File: config.mk
export PLATFORM = sky130hd
export DESIGN_NAME = decoder_control
export DESIGN_NICKNAME = d
export VERILOG_FILES = /design/src/hdl/gf_pkg.sv /design/src/hdl/rs_pkg.sv /design/src/hdl/decoder_control.sv
export SDC_FILE = /design/constraint.sdc
export NUM_CORES = 1
export LEC_CHECK = 0
export BUFFER_PORTS_ARGS = -buffer_cell sky130_fd_sc_hd__buf_4
export CORE_MARGIN = 4
export CORE_UTILIZATION = 55
export CTS_CLUSTER_DIAMETER = 120
export CTS_CLUSTER_SIZE = 28
export DETAILED_ROUTE_END_ITERATION = 16
export GPL_ROUTABILITY_DRIVEN = 0
export GPL_TIMING_DRIVEN = 0
export PLACE_DENSITY = 0.82
export SYNTH_ARGS = -nofsm -noshare
export SYNTH_HDL_FRONTEND = slang
export SYNTH_SLANG_ARGS = --single-unit
export TNS_END_PERCENT = 10
File: constraint.sdc
create_clock -name clk -period 2.3 [get_ports clk]
set_input_delay 0.46 -clock clk [delete_from_list [all_inputs] [get_ports clk]]
set_output_delay 0.46 -clock clk [all_outputs]
set_load 0.05 [all_outputs]
File: src/hdl/gf_pkg.sv
////////////////////////////////////////
// gf256 field arithmetic
// symbol type, primitive polynomial and
// multiply by a constant power of alpha
////////////////////////////////////////

package gf_pkg;

	localparam int gf_width = 8;                  // bits per symbol

	typedef logic [gf_width-1:0] gf_byte_t;       // one field element

	// x^8 + x^4 + x^3 + x^2 + 1, alpha is a root
	localparam logic [gf_width:0] gf_prim_poly = 9'h11D;

	////////////////////////////////////////
	// value * alpha^power
	////////////////////////////////////////
	// each step is one multiply by alpha: shift left and fold the carry
	// back in through the low bits of the polynomial
	// power is a constant at every call site so the loop flattens to xor gates
	function automatic gf_byte_t gf_mul_alpha_pow(
		input gf_byte_t    value,
		input int unsigned power
	);
		gf_byte_t result;
		result = value;
		for (int unsigned i = 0; i < power; i++)
		begin
			if (result[gf_width-1])
				result = (result << 1) ^ gf_prim_poly[gf_width-1:0];   // reduce
			else
				result = result << 1;
		end
		return result;
	endfunction

endpackage

File: src/hdl/rs_pkg.sv
////////////////////////////////////////
// rs(204,188) code geometry
// block lengths, parity count, address
// width and output strobe spacing
////////////////////////////////////////

package rs_pkg;

	localparam int rs_n          = 204;    // bytes per received block
	localparam int rs_k          = 188;    // data bytes per block
	localparam int rs_parity     = 16;     // parity bytes, also the number of syndromes
	localparam int rs_addr_width = 8;      // covers 0..rs_n-1
	localparam int out_spacing   = 8;      // clocks between output strobes

	// byte index within a block
	typedef logic [rs_addr_width-1:0] addr_t;

	// one value per syndrome, s0 first
	typedef gf_pkg::gf_byte_t syndrome_array_t [rs_parity];

endpackage

File: src/hdl/decoder_control.sv
////////////////////////////////////////
// block sequencing
// byte count, bank toggle, error flags
// and output launch with pending start
////////////////////////////////////////

`timescale 1ns/100ps

module decoder_control #(
	parameter int block_len = rs_pkg::rs_n
)(
	input  logic          clk,
	input  logic          reset,
	input  logic          ce,
	input  logic          syn_error,
	input  logic          out_done,     // output stage finished a block
	output logic          first_byte,
	output logic          wr_bank,      // bank being filled
	output rs_pkg::addr_t wr_addr,
	output logic          start,        // one clock launch pulse
	output logic          rd_bank,      // bank being read out
	output logic          bank_error    // error flag of the launched bank
);

	typedef enum logic [1:0] {
		st_idle,      // output stage free
		st_run,       // one block being sent out
		st_pend       // another block waits for out_done
	} ctrl_state_t;

	ctrl_state_t   state;
	ctrl_state_t   next_state;
	rs_pkg::addr_t byte_cnt;
	logic          block_done;   // cycle after the last byte strobe
	logic [1:0]    bank_err;     // error flag per bank
	logic          pend_bank;    // bank waiting for launch
	logic          launch_bank;
	logic          rd_bank_q;

	assign first_byte = ce && (byte_cnt == '0);
	assign wr_addr    = byte_cnt;
	assign rd_bank    = start ? launch_bank : rd_bank_q;   // new bank on the launch clock

	////////////////////////////////////////
	// input byte counter
	////////////////////////////////////////
	always_ff @(posedge clk or posedge reset)
	begin
		if (reset)
		begin
			byte_cnt   <= '0;
			block_done <= 1'b0;
		end
		else
		begin
			block_done <= 1'b0;
			if (ce)
			begin
				if (byte_cnt == rs_pkg::addr_t'(block_len - 1))
				begin
					byte_cnt   <= '0;
					block_done <= 1'b1;   // syndromes final next cycle
				end
				else
					byte_cnt <= byte_cnt + 1'b1;
			end
		end
	end

	////////////////////////////////////////
	// launch fsm
	////////////////////////////////////////
	always_comb
	begin
		next_state  = state;
		start       = 1'b0;
		launch_bank = wr_bank;      // bank just filled, flips at this edge
		bank_error  = syn_error;    // live result of that bank
		case (state)
			st_idle:
			begin
				if (block_done)
				begin
					start      = 1'b1;
					next_state = st_run;
				end
			end
			st_run:
			begin
				if (block_done && !out_done)
					next_state = st_pend;    // hold until the stage is free
				else if (block_done)
					start = 1'b1;            // free this very cycle
				else if (out_done)
					next_state = st_idle;
			end
			st_pend:
			begin
				launch_bank = pend_bank;
				bank_error  = bank_err[pend_bank];
				if (out_done)
				begin
					start      = 1'b1;
					next_state = st_run;
				end
			end
			default:
				next_state = st_idle;
		endcase
	end

	always_ff @(posedge clk or posedge reset)
	begin
		if (reset)
		begin
			state     <= st_idle;
			wr_bank   <= 1'b0;
			bank_err  <= '0;
			pend_bank <= 1'b0;
			rd_bank_q <= 1'b0;
		end
		else
		begin
			state <= next_state;
			if (block_done)
			begin
				bank_err[wr_bank] <= syn_error;   // record before the flip
				wr_bank           <= ~wr_bank;
			end
			if (state == st_run && next_state == st_pend)
				pend_bank <= wr_bank;
			if (start)
				rd_bank_q <= launch_bank;         // held for the whole readout
		end
	end

endmodule

==> flow_metrics.env <==
export IMPL_dieArea_sq_um=2170
export IMPL_syn_num_nets=80
export IMPL_cts_tree="done"
export IMPL_clkSlewWorstSetupHoldPaths_ps=100
export IMPL_io_pins=18
export IMPL_synth_top_area_cell="dfrtp_1"
export IMPL_grt_pass1_wl_mm=2.88
export IMPL_critPathKind="reg -> out"
export IMPL_row_count=13
export IMPL_finalSetupTns_ps=0
export IMPL_post_route_period_util_pct=97.0
export IMPL_design_area_sq_um=1010
export IMPL_final_antenna_net_count=0
export IMPL_cp_max_fo=6
export IMPL_grt_pass1_vias=655
export IMPL_syn_area_per_cell_sq_um=11.2
export IMPL_reg2reg_to="wr_addr[3]"
export IMPL_ctsHoldBuffers=0
export IMPL_grt_overflow_total=0
export IMPL_yosysUniqueCellTypes=26
export IMPL_p_per_area_nw_per_um2=1120
export IMPL_wl_mm=1.58
export IMPL_hp_class="in -> async"
export IMPL_max_slew_margin_pct=60.6
export IMPL_io_buffers=16
export IMPL_seq_area_sq_um=402
export IMPL_drtIter0Drc=13
export IMPL_clock_skew_ps=5.41
export IMPL_viasPerCell=5.87
export IMPL_critPathArrivalTime_ps=1770
export IMPL_dp_cells=104
export IMPL_leakagePower_nw=0.488
export IMPL_dr_pass1_iters=4
export IMPL_slew_violations=0
export IMPL_hold_viol_final=0
export IMPL_worstRegToRegCells=3
export IMPL_synth_top_area_share_pct=48.8
export IMPL_final_net_count=101
export IMPL_root_buffer="clkbuf_4"
export IMPL_multiInputGateArea_sq_um=399
export IMPL_rsz0062_at_grt="false"
export IMPL_grt_max_degree=17
export IMPL_cts_sinks=16
export IMPL_max_cap_violations=0
export IMPL_worstSkewPairLatency_ps=290
export IMPL_dp_hpwl_mm=1.18
export IMPL_max_freq_mhz=448
export IMPL_period_needed_ps=2230
export IMPL_cts_buffer_depth=2
export IMPL_cp_end_kind="output port"
export IMPL_ys_seq_elements=16
export IMPL_grtUsageTotal_pct=18.7
export IMPL_outcome="completed"
export IMPL_r2r_start="wr_addr[4]"
export IMPL_synth_area_sq_um=821
export IMPL_area_delta_synth_final_pct=22.7
export IMPL_dieHeight_microns=46.6
export IMPL_yosys_warnings=0
export IMPL_rrSetupSlack_ps=880
export IMPL_dpl_instance_area_sq_um=966
export IMPL_antenna_found_initial=0
export IMPL_drc=0
export IMPL_htreeDepth=1
export IMPL_stdcell_count=108
export IMPL_critPathLaunchType="flip-flop"
export IMPL_drt_wirelength_per_cell_microns=14.6
export IMPL_nFillCells=99
export IMPL_worst_slew_pin_transition_ps=590
export IMPL_initial_utilization_pct=60.8
export IMPL_syn_inst=73
export IMPL_dieWidth_microns=46.6
export IMPL_ys_seq_area_share_pct=48.8
export IMPL_vias=634
export IMPL_coreArea_sq_um=1350
export IMPL_irDropWorstVdd_mv=0.721
export IMPL_cts_buffers=3
export IMPL_finalSetupViolations=0
export IMPL_drive_gt1_share_pct=35.5
export IMPL_synth_area_leaders="dfrtp_1 49%, mux2_2 6.9%, xor2_1 4.3%, ha_1 3.0%, nand4_1 3.0%"
export IMPL_diodes=0
export IMPL_cp_data_required_time_ps=1840
## per-stage QoR
stage | total power [mW] | setup slack, ps | utilization, % | hold slack (ps)
after global routing | 1.20 | 11.7 | 74.6 | 270
after CTS | 1.14 | 15.6 | 74.5 | 247
after floorplan | 0.793 | -43.6 | - | 374
final | 1.13 | 69.0 | 74.6 | 225
after global placement | 0.929 | 316 | 71.5 | 482
after detailed placement | 0.946 | 315 | 71.5 | 493
## synth_stat cells
master / instances
or4b_4: 1
a21oi_1: 4
nand4_1: 4
o2bb2ai_1: 1
nand3_1: 2
inv_1: 3
nand2_1: 6
o22ai_1: 1
buf_6: 1
nand2b_1: 2
xnor2_1: 2
nor3b_1: 1
nor4_4: 1
or3_1: 2
dfrtp_1: 16
mux2_2: 5
mux2i_1: 2
nor2b_1: 2
ha_1: 2
nor2_2: 1
buf_2: 1
xor2_1: 4
o21ai_0: 4
nor2_1: 3
and3b_1: 1
nor2_8: 1
## worst max-delay path, stage by stage, from the launching register on
cell      delay, ps
dfrtp_1         440
nand2b_1        230
mux2_2          350
mux2_2          270
buf_4           190
## routing by layer
metal	share of wire, %	global-route usage [%]	routed length [microns]	up-vias
met1	43	23.4	672	318
met3	3.3	2.34	52	4
met4	1.6	8.29	25	0
met2	52	31.9	830	13
li1	-	-	-	299
met5	0	0	0	-
## area by class of cell
type                       count  share of cell area [%]
sequential                    16                    39.9
multi-input combinational     52                    39.6
timing repair buffer          16                    12.3
clock buffer                   4                    3.60
tap                           15                    1.86
buffer                         2                    1.61
inverter                       3                    1.12
## cells in the final DEF (no fill, tap or decap)
master | Yosys | layout
and3b_1 | 1 | 1
inv_1 | 3 | 3
buf_2 | 1 | 1
dfrtp_1 | 16 | 15
nor2_2 | 1 | 1
or4b_4 | 1 | 1
nand2_1 | 6 | 6
xor2_1 | 4 | 4
nor3b_1 | 1 | 1
nor4_4 | 1 | 1
dfrtp_2 | 0 | 1
clkbuf_4 | 0 | 3
buf_6 | 1 | 2
nand4_1 | 4 | 4
o21ai_0 | 4 | 4
or3_1 | 2 | 2
nand3_1 | 2 | 2
clkbuf_8 | 0 | 1
nand2b_1 | 2 | 2
mux2i_1 | 2 | 2
o22ai_1 | 1 | 1
nor2_1 | 3 | 3
ha_1 | 2 | 2
nor2b_1 | 2 | 2
a21oi_1 | 4 | 4
mux2_2 | 5 | 5
o2bb2ai_2 | 0 | 1
xnor2_1 | 2 | 2
buf_4 | 0 | 15
nor2_8 | 1 | 1
## worst max-delay path by stage
stage                from  slack [ps]         end
4_1_cts        wr_addr[4]          20  first_byte
6_report         state[0]          70     rd_bank
3_3_place_gp           ce         320  first_byte
5_1_grt          state[0]          10     rd_bank
3_5_place_dp           ce         310  first_byte
2_1_floorplan  wr_addr[4]         -40  first_byte
## power by group
group	total (mW)	switching, mW	internal, mW
registers	0.423	0.0807	0.342
clock network	0.190	0.0938	0.0964
logic	0.520	0.356	0.164
total	1.13	0.531	0.602
## flip-flops by register name (all words and copies together) (netlist names)
signal / flops
wr_addr: 8
bank_err: 2
state: 2
block_done: 1
pend_bank: 1
rd_bank_q: 1
wr_bank: 1
## cells by family (layout without fill, tap and decap cells)
| family | after synthesis | after routing | synth area share [%] |
|---|---|---|---|
| simple gates | 27 | 27 | 22.4 |
| compound gates | 10 | 10 | 6.71 |
| mux | 7 | 7 | 9.30 |
| buf+inv | 5 | 25 | 3.35 |
| xor+xnor | 6 | 6 | 6.40 |
| flops | 16 | 16 | 48.8 |
| fa+ha+maj | 2 | 2 | 3.05 |
## what timing repair did
| action | 4_1_cts | 5_1_grt |
|---|---|---|
| gates resized for setup | 1 | 1 |
| buffers inserted | 0 | 0 |
| pin swaps | 0 | 1 |
| endpoints found under the setup margin | 1 | 1 |
Power figures use the tool's default switching activity.
